==> src/trace_macros.svh <==
// tracer widths, dump start and end positions, serial stop-bit count
`ifndef TRACE_MACROS_SVH
`define TRACE_MACROS_SVH

// register file read port
`define TRACE_NIB_W       4     // one data nibble
`define TRACE_REG_SEL_W   4     // register index, 16 fields

// name table
`define TRACE_NAME_IDX_W  5     // two characters per field
`define TRACE_FIRST_NAME  5'h1c // PC name, dump starts here
`define TRACE_LAST_NAME   5'h1b // second char of IN, last field

// serial frame
`define UART_STOP_BITS    2     // high bits after the data byte

`endif

==> src/trace_pkg.sv <==
// symbol kinds and sequencer states for the register tracer
package trace_pkg;

    // which character the formatter has to produce
    typedef enum logic [2:0] {
        SYM_NAME,   // letter from the name table
        SYM_COLON,
        SYM_SPACE,
        SYM_HEX,    // register nibble as hex digit
        SYM_LF      // end of the dump line
    } sym_kind_t;

    typedef enum logic [3:0] {
        SEQ_IDLE,
        SEQ_NAME0,  // first name char
        SEQ_NAME1,  // second name char
        SEQ_COLON,
        SEQ_SPACE,
        SEQ_NIB,    // nibbles, top one down to 0
        SEQ_TRAIL,  // space after the value
        SEQ_NEXT,   // step to next field or finish
        SEQ_LF,
        SEQ_DONE    // wait for the line feed to leave the wire
    } seq_state_t;

endpackage

==> src/uart_pkg.sv <==
// serial transmitter state encoding
package uart_pkg;

    typedef enum logic [1:0] {
        TX_IDLE,    // line high, ready for a byte
        TX_START,   // low start bit
        TX_DATA,    // eight data bits, lsb first
        TX_STOP     // high stop bits
    } tx_state_t;

endpackage

==> src/trace_sym_if.sv <==
// symbol handshake between the trace sequencer and the formatter
`timescale 1ns/1ps
`include "trace_macros.svh"

interface trace_sym_if
    import trace_pkg::*;
();

    logic                          valid;    // symbol offered
    sym_kind_t                     kind;
    logic [`TRACE_NAME_IDX_W-1:0]  name_idx; // name position, index is idx/2
    logic [`TRACE_NIB_W-1:0]       nibble;   // nibble for hex symbols
    logic                          ready;    // formatter can take it

    modport seq (
        output valid, kind, name_idx, nibble,
        input  ready
    );

    modport fmt (
        input  valid, kind, name_idx, nibble,
        output ready
    );

endinterface

==> src/reg_tracer.sv <==
// register tracer top level: sequencer, formatter and serial transmitter
`timescale 1ns/1ps
`include "trace_macros.svh"

module reg_tracer (
    input  logic                         clk_in,
    input  logic                         reset_in,
    input  logic                         trace_start_i,
    input  logic [`TRACE_NIB_W-1:0]      reg_data_i,    // answers in the same cycle
    output logic [`TRACE_REG_SEL_W-1:0]  reg_sel_o,
    output logic [`TRACE_NIB_W-1:0]      nib_sel_o,
    output logic                         trace_end_o,
    output logic                         txd_o
);

    logic       tx_valid;
    logic [7:0] tx_data;
    logic       tx_ready;
    logic       line_done;

    trace_sym_if sym_bus ();

    trace_sequencer u_seq (
        .clk_in        (clk_in),
        .reset_in      (reset_in),
        .trace_start_i (trace_start_i),
        .sym           (sym_bus.seq),
        .line_done_i   (line_done),
        .trace_end_o   (trace_end_o)
    );

    trace_formatter u_fmt (
        .clk_in        (clk_in),
        .reset_in      (reset_in),
        .sym           (sym_bus.fmt),
        .reg_data_i    (reg_data_i),
        .tx_ready_i    (tx_ready),
        .reg_sel_o     (reg_sel_o),
        .nib_sel_o     (nib_sel_o),
        .tx_valid_o    (tx_valid),
        .tx_data_o     (tx_data),
        .line_done_o   (line_done)
    );

    uart_tx u_tx (
        .clk_in        (clk_in),
        .reset_in      (reset_in),
        .tx_valid_i    (tx_valid),
        .tx_data_i     (tx_data),
        .tx_ready_o    (tx_ready),
        .txd_o         (txd_o)
    );

endmodule

==> src/trace_formatter.sv <==
// trace formatter: name table, register read, hex conversion, output byte buffer
`timescale 1ns/1ps
`include "trace_macros.svh"

module trace_formatter
    import trace_pkg::*;
(
    input  logic                         clk_in,
    input  logic                         reset_in,
    trace_sym_if.fmt                     sym,
    input  logic [`TRACE_NIB_W-1:0]      reg_data_i,
    input  logic                         tx_ready_i,
    output logic [`TRACE_REG_SEL_W-1:0]  reg_sel_o,
    output logic [`TRACE_NIB_W-1:0]      nib_sel_o,
    output logic                         tx_valid_o,
    output logic [7:0]                   tx_data_o,
    output logic                         line_done_o
);

    logic       buf_valid;
    logic       buf_lf;     // buffered byte is the line feed
    logic [7:0] buf_data;
    logic       lf_busy;    // line feed frame on the wire
    logic       accept;
    logic       tx_xfer;
    logic [7:0] name_char;
    logic [7:0] hex_char;
    logic [7:0] sym_char;

    // register read follows the offered symbol
    assign reg_sel_o = sym.name_idx[`TRACE_NAME_IDX_W-1:1];
    assign nib_sel_o = sym.nibble;

    assign tx_xfer   = buf_valid & tx_ready_i;
    assign sym.ready = ~buf_valid | tx_ready_i; // empty or draining now
    assign accept    = sym.valid & sym.ready;

    assign tx_valid_o  = buf_valid;
    assign tx_data_o   = buf_data;
    assign line_done_o = lf_busy & tx_ready_i;

    assign hex_char = (reg_data_i > 4'h9) ? (8'd55 + {4'h0, reg_data_i})
                                          : (8'h30 + {4'h0, reg_data_i});

    always_comb
    begin
        case (sym.name_idx)
            5'h00: name_char = "A";
            5'h01: name_char = " ";
            5'h02: name_char = "B";
            5'h03: name_char = " ";
            5'h04: name_char = "C";
            5'h05: name_char = " ";
            5'h06: name_char = "D";
            5'h07: name_char = " ";
            5'h08: name_char = "R";
            5'h09: name_char = "0";
            5'h0a: name_char = "R";
            5'h0b: name_char = "1";
            5'h0c: name_char = "R";
            5'h0d: name_char = "2";
            5'h0e: name_char = "R";
            5'h0f: name_char = "3";
            5'h10: name_char = "R";
            5'h11: name_char = "4";
            5'h12: name_char = "D";
            5'h13: name_char = "0";
            5'h14: name_char = "D";
            5'h15: name_char = "1";
            5'h16: name_char = "S";
            5'h17: name_char = "T";
            5'h18: name_char = "S";
            5'h19: name_char = "K";
            5'h1a: name_char = "I";
            5'h1b: name_char = "N";
            5'h1c: name_char = "P";
            5'h1d: name_char = "C";
            5'h1e: name_char = "P";
            default: name_char = " ";
        endcase
    end

    always_comb
    begin
        case (sym.kind)
            SYM_NAME:  sym_char = name_char;
            SYM_COLON: sym_char = ":";
            SYM_HEX:   sym_char = hex_char;
            SYM_LF:    sym_char = 8'h0a;
            default:   sym_char = " ";
        endcase
    end

    always_ff @(posedge clk_in)
    begin
        if (reset_in)
        begin
            buf_valid <= 1'b0;
            buf_lf    <= 1'b0;
            lf_busy   <= 1'b0;
        end
        else
        begin
            if (accept)
            begin
                buf_valid <= 1'b1;
                buf_lf    <= (sym.kind == SYM_LF);
            end
            else if (tx_xfer)
                buf_valid <= 1'b0;

            if (tx_xfer & buf_lf)
                lf_busy <= 1'b1;
            else if (line_done_o)
                lf_busy <= 1'b0; // transmitter back to idle
        end
    end

    always_ff @(posedge clk_in)
    begin
        if (accept)
            buf_data <= sym_char;
    end

endmodule

==> src/trace_sequencer.sv <==
// trace sequencer: walks fields and nibbles, issues one symbol per transfer
`timescale 1ns/1ps
`include "trace_macros.svh"

module trace_sequencer
    import trace_pkg::*;
(
    input  logic        clk_in,
    input  logic        reset_in,
    input  logic        trace_start_i,
    trace_sym_if.seq    sym,
    input  logic        line_done_i,   // line feed has left the wire
    output logic        trace_end_o
);

    seq_state_t                    state;
    logic [`TRACE_NAME_IDX_W-1:0]  name_pos;  // current name position
    logic [`TRACE_NIB_W-1:0]       nib_cnt;   // nibble being sent
    logic [`TRACE_NIB_W-1:0]       field_top; // top nibble of current field
    logic                          xfer;

    assign xfer = sym.valid & sym.ready;

    // top nibble per register index
    always_comb
    begin
        case (name_pos[`TRACE_NAME_IDX_W-1:1])
            4'h9:    field_top = 4'h4; // D0
            4'ha:    field_top = 4'h4; // D1
            4'hb:    field_top = 4'h3; // ST
            4'hc:    field_top = 4'h4; // SK
            4'hd:    field_top = 4'h3; // IN, 16 bits
            4'he:    field_top = 4'h4; // PC
            4'hf:    field_top = 4'h0; // P
            default: field_top = 4'hf; // A to D, R0 to R4
        endcase
    end

    always_comb
    begin
        sym.valid = 1'b1;
        sym.kind  = SYM_SPACE;
        case (state)
            SEQ_NAME0: sym.kind = SYM_NAME;
            SEQ_NAME1: sym.kind = SYM_NAME;
            SEQ_COLON: sym.kind = SYM_COLON;
            SEQ_NIB:   sym.kind = SYM_HEX;
            SEQ_LF:    sym.kind = SYM_LF;
            SEQ_SPACE,
            SEQ_TRAIL: sym.kind = SYM_SPACE;
            default:   sym.valid = 1'b0; // idle, next, done
        endcase
    end

    assign sym.name_idx = name_pos;
    assign sym.nibble   = nib_cnt;

    assign trace_end_o = (state == SEQ_DONE) & line_done_i;

    always_ff @(posedge clk_in)
    begin
        if (reset_in)
        begin
            state    <= SEQ_IDLE;
            name_pos <= `TRACE_FIRST_NAME;
            nib_cnt  <= '0;
        end
        else
        begin
            case (state)
                SEQ_IDLE:
                    if (trace_start_i)
                    begin
                        name_pos <= `TRACE_FIRST_NAME;
                        state    <= SEQ_NAME0;
                    end
                SEQ_NAME0:
                    if (xfer)
                    begin
                        name_pos <= name_pos + 1'b1;
                        state    <= SEQ_NAME1;
                    end
                SEQ_NAME1:
                    if (xfer)
                        state <= SEQ_COLON;
                SEQ_COLON:
                    if (xfer)
                        state <= SEQ_SPACE;
                SEQ_SPACE:
                    if (xfer)
                    begin
                        nib_cnt <= field_top;
                        state   <= SEQ_NIB;
                    end
                SEQ_NIB:
                    if (xfer)
                    begin
                        if (nib_cnt == '0)
                            state <= SEQ_TRAIL;
                        else
                            nib_cnt <= nib_cnt - 1'b1;
                    end
                SEQ_TRAIL:
                    if (xfer)
                        state <= SEQ_NEXT;
                SEQ_NEXT:
                    if (name_pos == `TRACE_LAST_NAME)
                        state <= SEQ_LF;
                    else
                    begin
                        name_pos <= name_pos + 1'b1; // wraps from P to A
                        state    <= SEQ_NAME0;
                    end
                SEQ_LF:
                    if (xfer)
                        state <= SEQ_DONE;
                SEQ_DONE:
                    if (line_done_i)
                        state <= SEQ_IDLE;
                default:
                    state <= SEQ_IDLE;
            endcase
        end
    end

endmodule

==> src/uart_tx.sv <==
// serial transmitter, one bit per clock: start, 8 data bits lsb first, stop bits
`timescale 1ns/1ps
`include "trace_macros.svh"

module uart_tx
    import uart_pkg::*;
(
    input  logic        clk_in,
    input  logic        reset_in,
    input  logic        tx_valid_i,
    input  logic [7:0]  tx_data_i,
    output logic        tx_ready_o,
    output logic        txd_o
);

    tx_state_t   state;
    logic [7:0]  shift;     // data bits, lsb goes out first
    logic [2:0]  bit_cnt;
    logic [1:0]  stop_cnt;

    assign tx_ready_o = (state == TX_IDLE);

    always_comb
    begin
        case (state)
            TX_START: txd_o = 1'b0;
            TX_DATA:  txd_o = shift[0];
            default:  txd_o = 1'b1; // idle and stop bits
        endcase
    end

    always_ff @(posedge clk_in)
    begin
        if (reset_in)
        begin
            state    <= TX_IDLE;
            bit_cnt  <= '0;
            stop_cnt <= '0;
        end
        else
        begin
            case (state)
                TX_IDLE:
                    if (tx_valid_i)
                        state <= TX_START;
                TX_START:
                begin
                    bit_cnt <= '0;
                    state   <= TX_DATA;
                end
                TX_DATA:
                begin
                    bit_cnt <= bit_cnt + 1'b1;
                    if (bit_cnt == 3'd7)
                    begin
                        stop_cnt <= '0;
                        state    <= TX_STOP;
                    end
                end
                TX_STOP:
                begin
                    stop_cnt <= stop_cnt + 1'b1;
                    if (stop_cnt == 2'(`UART_STOP_BITS - 1))
                        state <= TX_IDLE;
                end
                default:
                    state <= TX_IDLE;
            endcase
        end
    end

    always_ff @(posedge clk_in)
    begin
        if (tx_ready_o & tx_valid_i)
            shift <= tx_data_i;
        else if (state == TX_DATA)
            shift <= shift >> 1;
    end

endmodule
==> config.mk <==
export PLATFORM = sky130hd
export DESIGN_NAME = reg_tracer
export DESIGN_NICKNAME = d
export VERILOG_FILES = /design/src/trace_pkg.sv /design/src/uart_pkg.sv /design/src/trace_sym_if.sv /design/src/reg_tracer.sv /design/src/trace_formatter.sv /design/src/trace_sequencer.sv /design/src/uart_tx.sv
export VERILOG_INCLUDE_DIRS = /design/src /design/src/src
export SDC_FILE = /design/constraint.sdc
export NUM_CORES = 1
export LEC_CHECK = 0
export BUFFER_PORTS_ARGS = -buffer_cell sky130_fd_sc_hd__buf_2
export CAP_MARGIN = 15
export CORE_AREA = 5 5 79 81
export CTS_CLUSTER_DIAMETER = 100
export DETAILED_ROUTE_END_ITERATION = 12
export DIE_AREA = 0 0 84 86
export GPL_TIMING_DRIVEN = 0
export PLACE_DENSITY = 0.72
export SLEW_MARGIN = 20
export SYNTH_ARGS = -nofsm -noshare
export SYNTH_HDL_FRONTEND = slang
export SYNTH_SLANG_ARGS = --single-unit
==> constraint.sdc <==
create_clock -name clk_in -period 3.2 [get_ports clk_in]
set_clock_uncertainty 0.05 [all_clocks]
set_input_delay 0.32 -clock clk_in [delete_from_list [all_inputs] [get_ports clk_in]]
set_output_delay 0.32 -clock clk_in [all_outputs]
set_load 0.02 [all_outputs]
-- After elaboration in Yosys (flattened, before gate mapping)
Memories as Yosys holds them, arrays and structs flattened. A register that Yosys moved wholly into a read port is not among the register bits.
Index checks and enable logic that the tools add are counted.
- memory bits (read-only): 224
- latch bits: 0
- input bits: 7
- word-level logic and storage cells: 127
- register bits after elaboration: 39
- output and inout port bits: 10
- RAM bits: 0
- memories kept: 1
- $add $sub $neg: 6
- $lt $le $gt $ge: 1
- bitwise operators: 7
- shifts and indexed selects: 0
- div/mod/pow operators: 0
- equal/unequal tests: 40
- multiplexer cells: 41
- multipliers: 0
- reductions and logical operators: 20
- memory list (memory ; depth ; bits a word ; rd ports ; clocked after memory_dff ; wr ports ; line ; RTL):
    (name not given) ; 32 ; 7 ; 1 ; 1 ; 0 ; trace_formatter.sv:47 ; case (sym.name_idx)
- operator list (kind ; count):
    two-way mux 4 bit ; 14
    case mux 4 bit (10 select lines) ; 1
    equality test 4 bit (second input constant) ; 9
    case mux 8 bit (4 select lines) ; 1
    two-way mux 5 bit ; 5
    two-way mux 8 bit ; 3
    != test 2 x 1 -> 1 bit (second input constant) ; 11
    equality test 4 x 3 -> 1 bit (second input constant) ; 4
    case mux 5 bit (3 select lines) ; 1
    adder 6 x 4 -> 7 bit (first input constant) ; 2
    case mux 3 bit (4 select lines) ; 1
    case mux 4 bit (3 select lines) ; 1
    nonzero test 2 bit ; 6
    AND reduction 10 bit ; 1
    equality test 4 x 2 -> 1 bit (second input constant) ; 2
    zero test 4 bit ; 2
    two-way mux 2 bit ; 4
    != test 2 bit (second input constant) ; 4
    case mux 2 bit (4 select lines) ; 1
    case mux 4 bit (2 select lines) ; 1
    AND reduction 4 bit ; 2
    OR reduction 7 bit ; 1
    equality test 3 bit (second input constant) ; 2
    case mux 3 bit (2 select lines) ; 1
    24 further kinds ; 35

-- Logic depth before layout (Yosys ltp)
- depth in word-level cells: 8
- mapped depth: 14
- mapped depth without buffers: 13

-- Cells and area by module
From an unflattened synthesis, not the netlist that was laid out.
- cells, all modules: 304
- area total of the unflattened synthesis: 2766.4 µm²
- modules (own cells, without submodules) (module ; seq. area each (µm²) ; instances ; cells an instance ; area an instance (µm²)):
    trace_sequencer ; 260.2 ; 1 ; 135 ; 1048.5
    trace_formatter ; 270.3 ; 1 ; 104 ; 903.4
    uart_tx ; 380.4 ; 1 ; 65 ; 814.5

-- Worst setup path before layout
Ideal clock, no wire load.
- path kind: reg2reg
- start: register u_seq.name_pos[1], in the netlist u_seq.sym.name_idx[1]
- end: register u_fmt.name_char[1] (netlist name)
- arrival time: 2.715 ns
- stages on the path, launching flop included: 12
- required time: 3.067 ns
- setup time: 0.083 ns
- path slack: 0.353 ns
- clock period less this slack: 2.847 ns
- path buffers: 0
- path through: dfxtp_1 -> ha_1 -> nand4b_1 -> or3b_1 -> o31a_1 -> a21oi_1 -> nor2_1 -> inv_1 -> ha_1 -> or3b_2 -> a311o_1 -> o221ai_1
- cells in the longest elaborated chain, start to end: 5
- elaborated cells on any way between the ends: 9
- those cells by class: add/sub: 1; eq/ne: 2; mux: 5; reduce/logical: 1
- ends and longest elaborated chain (element ; line ; RTL):
    start: declaration ; trace_sequencer.sv:17 ; logic [`TRACE_NAME_IDX_W-1:0] name_pos;
    start signal: assignment ; trace_sequencer.sv:65 ; name_pos <= `TRACE_FIRST_NAME;
    start signal: assignment ; trace_sequencer.sv:74 ; name_pos <= `TRACE_FIRST_NAME;
    start signal: assignment ; trace_sequencer.sv:80 ; name_pos <= name_pos + 1'b1;
    adder 5 x 1 -> 5 bit / equality test 5 bit (equally long branches) ; -- ;
    two-way mux 5 bit, or another cell as far along ; trace_sequencer.sv:107 ; if (name_pos == `TRACE_LAST_NAME)
    case mux 5 bit (3 select lines) / AND reduction 4 bit (equally long branches) ; -- ;
    two-way mux 5 bit (no source line) * (2 in a row) ; -- ;
Mark *: on every way between the ends. The rest lies on a longest branch, timed or not. The select of a mux whose other input is x is not followed.
A chain may end at the register's enable or synchronous reset.

-- Worst setup path after layout
- start: register u_seq.name_pos[1], in the netlist u_seq.sym.name_idx[1]
- end: register u_fmt.name_char[1] (netlist name)
- cells in the longest elaborated chain, start to end: 5
- elaborated cells on any way between the ends: 9
- those cells by class: add/sub: 1; eq/ne: 2; mux: 5; reduce/logical: 1
- ends and longest elaborated chain (element ; line):
    adder 5 x 1 -> 5 bit / equality test 5 bit (equally long branches) ; --
    two-way mux 5 bit, or another cell as far along ; trace_sequencer.sv:107
    case mux 5 bit (3 select lines) / AND reduction 4 bit (equally long branches) ; --
    two-way mux 5 bit (no source line) * (2 in a row) ; --
Marked as above.

==> summary.md <==
| Metric | Value |
|---|---|
| Status | `completed` |
| DRC violation count after routing | `0` |
| H-tree Lvls | `2` |
| Largest stage delay on the critical path | `between 0.4 and 0.5 ns` |
| Most common cell after layout, fill and taps aside | `a21oi_1` |
| Portion of the post-synthesis area used by sequential elements | `a little over a third` |
| Unrepaired setup endpoints after global routing | `false` |
| Cell type with the largest total area after synthesis | `dfxtp_1` |
| Instance count of the mapped netlist | `around 350` |
| Synth Area per Inst | `around 8.4 um^2` |
| Worst IR drop on VDD | `around 0.25 mV` |
| RD Place Congestion | `between 0.8 and 0.9` |
| Fmax | `332.9 MHz` |
| Xor and xnor fraction of the mapped netlist area | `~2.1%` |
| Simple-gate area share of the yosys netlist | `between 20% and 30%` |
| Tcrit/Tclk final | `approximately 94%` |
| Summed area of non-filler cells in the final layout | `about 3200 um^2` |
| Violation count after the first detailed-routing iteration | `around 180` |
| Compound-cell area share of the yosys netlist | `21.50%` |
| Power per Cell Area | `between 600 and 700 nW/um^2` |
| Element type at the critical path end | `flop` |
| CTS root buffer | `clkbuf_8` |
| Inserted Diodes | `0` |
| Die width | `roughly 84 um` |
| Final setup viols | `0` |
| Endpoint required time on the critical path | `3.36 ns` |
| Proportion of synthesized area in mux cells | `5.182%` |
| First-pass GRT wire length | `approximately 11 mm` |
| Avg WL per Cell | `13.74 um` |
| Source-to-sink clock delay at the later pin of the worst-skew pair | `between 0.2 and 0.3 ns` |
| CP dominant cell by count | `ha_2` |
| Post-route insts no fill | `around 450` |
| Final Total Pwr | `1.973 mW` |
| Worst reg-to-reg setup slack | `0.20 ns` |
| Worst hold margin | `0.3406 ns` |
| Placed wire-length estimate after detailed placement | `approximately 4.6 mm` |
| Most frequent cells in the layout | `a21oi_1, nor2_1, dfxtp_1` |
| Slowest cell on crit path | `or3b_2` |
| Core area | `roughly 5400 um^2` |
| Adder-cell area share of the yosys netlist | `between 7 and 8%` |
| Buffers from clock root to sink, at most | `2` |
| Setup TNS | `0 ns` |
| Routed vias | `around 2.5k` |
| Minimum period implied by the final worst setup slack | `between 3 and 4 ns` |
| Cell total after placement | `433` |
| Synth Register Bits | `44` |
| Synth area leaders | `dfxtp_1, edfxtp_1, ha_1` |
| Slew @ Worst Pin | `0.8571 ns` |
| GRT Resource Usage Total | `between 10% and 20%` |
| Count of endpoints failing hold in the final timing report | `0` |
| Largest family of logic cells by synthesized area | `compound AO/OA/AOI/OAI gates` |
| MaxCap Viol Count | `0` |
| Crit Reg-Reg Endpoint | `u_fmt.name_char[1]` |
| End point of the worst hold path | `u_fmt.tx_data_o[3]` |
| Ys Warns | `0` |
| Top-Level Pins | `17` |
| Final Max Tran Viols | `0` |
| Area of the die | `about 7200 um^2` |
| Post-synth EDFFs | `14` |
| Worst hold stages | `2` |
| Die extent in y | `roughly 86 um` |
| TritonCTS clock tree | `yes` |
| Global route total overflow | `0` |
| Post-Synthesis Cell Area | `slightly below 3000 um^2` |
| Number of optimization iterations in the first detailed-route pass | `4` |
| Launch point of the worst reg-to-reg path | `u_seq.sym.name_idx[1]` |
| Largest net degree at the start of global routing | `14` |
| Rel. slew slack | `between 40% and 50%` |
| Area overhead of the layout relative to synthesis | `10.66%` |
| Reg2reg path depth | `11` |
| Crit path launch type | `flop` |
| Number of nets in the synthesized netlist | `~370` |
| Cts bufs inserted | `5` |
| Hold Startpoint | `reg_data_i[2]` |
| Vias in the first global route | `2438` |
| Type of the most critical hold path | `in -> reg` |
| Clock slew seen by the registers of the worst setup and hold paths | `approximately 0.08 ns` |
| Count of unique library cells instantiated by Yosys | `60` |
| DRT antenna net count | `0` |
| Hold bufs inserted after CTS | `0` |
| Initial core utilization | `around 54%` |
| Number of antenna violations at the first check in global routing | `0` |
| # clock sinks | `between 40 and 50` |
| Critical-path cell list | `ha_2 > nand4b_1 > or3b_1 > o31a_1 > a21oi_2 > nor2_1 > inv_2 > ha_2 > or3b_2 > a311o_1 > o221ai_1` |
| Static power due to leakage | `about 1.2 nW` |
| Proportion of netlist area held by the largest area contributor | `between 20% and 30%` |
| # port buffers | `15` |
| Placed Area | `between 3000 and 4000 um^2` |
| Final net count | `398` |
| Critical path start-end classification | `reg -> reg` |
| Synth async-reset ratio | `0%` |
| Maximum fanout count along the critical path | `7` |
| FP Rows | `27` |
| Flip-flop cell with the highest count after synthesis | `dfxtp_1` |
| Arrival time of data at the critical path endpoint | `~3.2 ns` |
| Detailed-route vias per instance | `roughly 5.6` |
| Share of layout cells above drive strength 1 | `~17%` |
| DRT Wirelength | `around 6.1 mm` |
[final cells by class]
type | instances | area (um^2)
Buffer | 25 | 142.6
Clock buffer | 7 | 76.32
Clock inverter | 1 | 5.005
Fill cell | 488 | 2172
Inverter | 18 | 67.56
Multi-Input combinational cell | 259 | 1718
Sequential cell | 44 | 1021
Tap cell | 72 | 90.09
Timing Repair Buffer | 20 | 112.6
[worst max path at each step]
stage                           from                 end  depth (start not counted)
2_1_floorplan  u_seq.sym.name_idx[1]  u_fmt.name_char[1]                         11
3_3_place_gp           u_tx.state[0]  u_fmt.name_char[1]                         14
3_5_place_dp           u_tx.state[0]  u_fmt.name_char[1]                         14
4_1_cts        u_seq.sym.name_idx[1]  u_fmt.name_char[1]                         11
5_1_grt                u_tx.state[0]  u_fmt.name_char[1]                         14
6_report       u_seq.sym.name_idx[1]  u_fmt.name_char[1]                         11
[per-layer routing]
layer	wire, um	vias to the layer above	track usage, %
met5	0	-	0
met4	77	0	7.164
met3	187	9	2.498
met2	3064	50	32.25
met1	2798	1144	21.12
li1	-	1282	-
[cells by family after synthesis]
logic type,after synthesis
flip-flops,44
AO/OA/AOI/OAI,96
AND/OR/NAND/NOR,124
buffers and inverters,43
adder cells (fa/ha/maj),18
multiplexers,14
XOR/XNOR,7
[where the power goes]
group          internal (mW)  switching (mW)  total (mW)
Sequential             0.746          0.0589       0.805
Clock                  0.153           0.183       0.336
Combinational          0.345           0.487       0.832
[cells in the mapped netlist (3+ instances only)]
| library cell | number |
|---|---|
| buf_2 | 7 |
| nand3_1 | 10 |
| xor2_1 | 4 |
| edfxtp_1 | 14 |
| mux2i_1 | 5 |
| nor3_1 | 9 |
| ha_1 | 18 |
| mux2_2 | 9 |
| xnor2_1 | 3 |
| inv_1 | 17 |
| nand2_1 | 27 |
| dfxtp_1 | 30 |
| nor2_1 | 33 |
| buf_4 | 6 |
| a21oi_1 | 38 |
| nor3b_1 | 4 |
| nor2b_1 | 7 |
| o211ai_1 | 3 |
| o21ai_0 | 25 |
| clkbuf_1 | 9 |
| nand2b_1 | 15 |
| or3_1 | 5 |
| a31oi_1 | 3 |
[timing repair]
action / in CTS / in global routing
gates resized for setup: 2 / 6
setup buffers: 0 / 5
pin swaps: 0 / 1
endpoints found under the setup margin: 2 / 4
[registers in the layout (all words and copies together) (netlist names)]
register,cells
u_fmt.buf_lf,1
u_fmt.lf_busy,1
u_fmt.name_char,7
u_fmt.tx_data_o,7
u_fmt.tx_valid_o,1
u_seq.state,4
u_seq.sym.name_idx,5
u_seq.sym.nibble,4
u_tx.bit_cnt,3
u_tx.shift,7
u_tx.state,2
u_tx.stop_cnt,2
[critical path, delay by kind of cell, from the launching register on]
family                     cells  cell delay [ns]
and+or+nand+nor                4             1.16
adders and majority gates      2             0.46
buffers and inverters          1             0.11
DFF                            1             0.37
AOI/OAI and AO/OA              4             0.75
[metrics by stage]
step	util [%]	setup WS (ns)
floorplan	-	0.3525
global placement	57.11	-0.03299
detailed placement	57.20	-0.1186
CTS	58.80	0.01139
global route	59.81	0.001097
finish	59.81	0.1961
No activity file was read; power rests on OpenSTA's default activity.
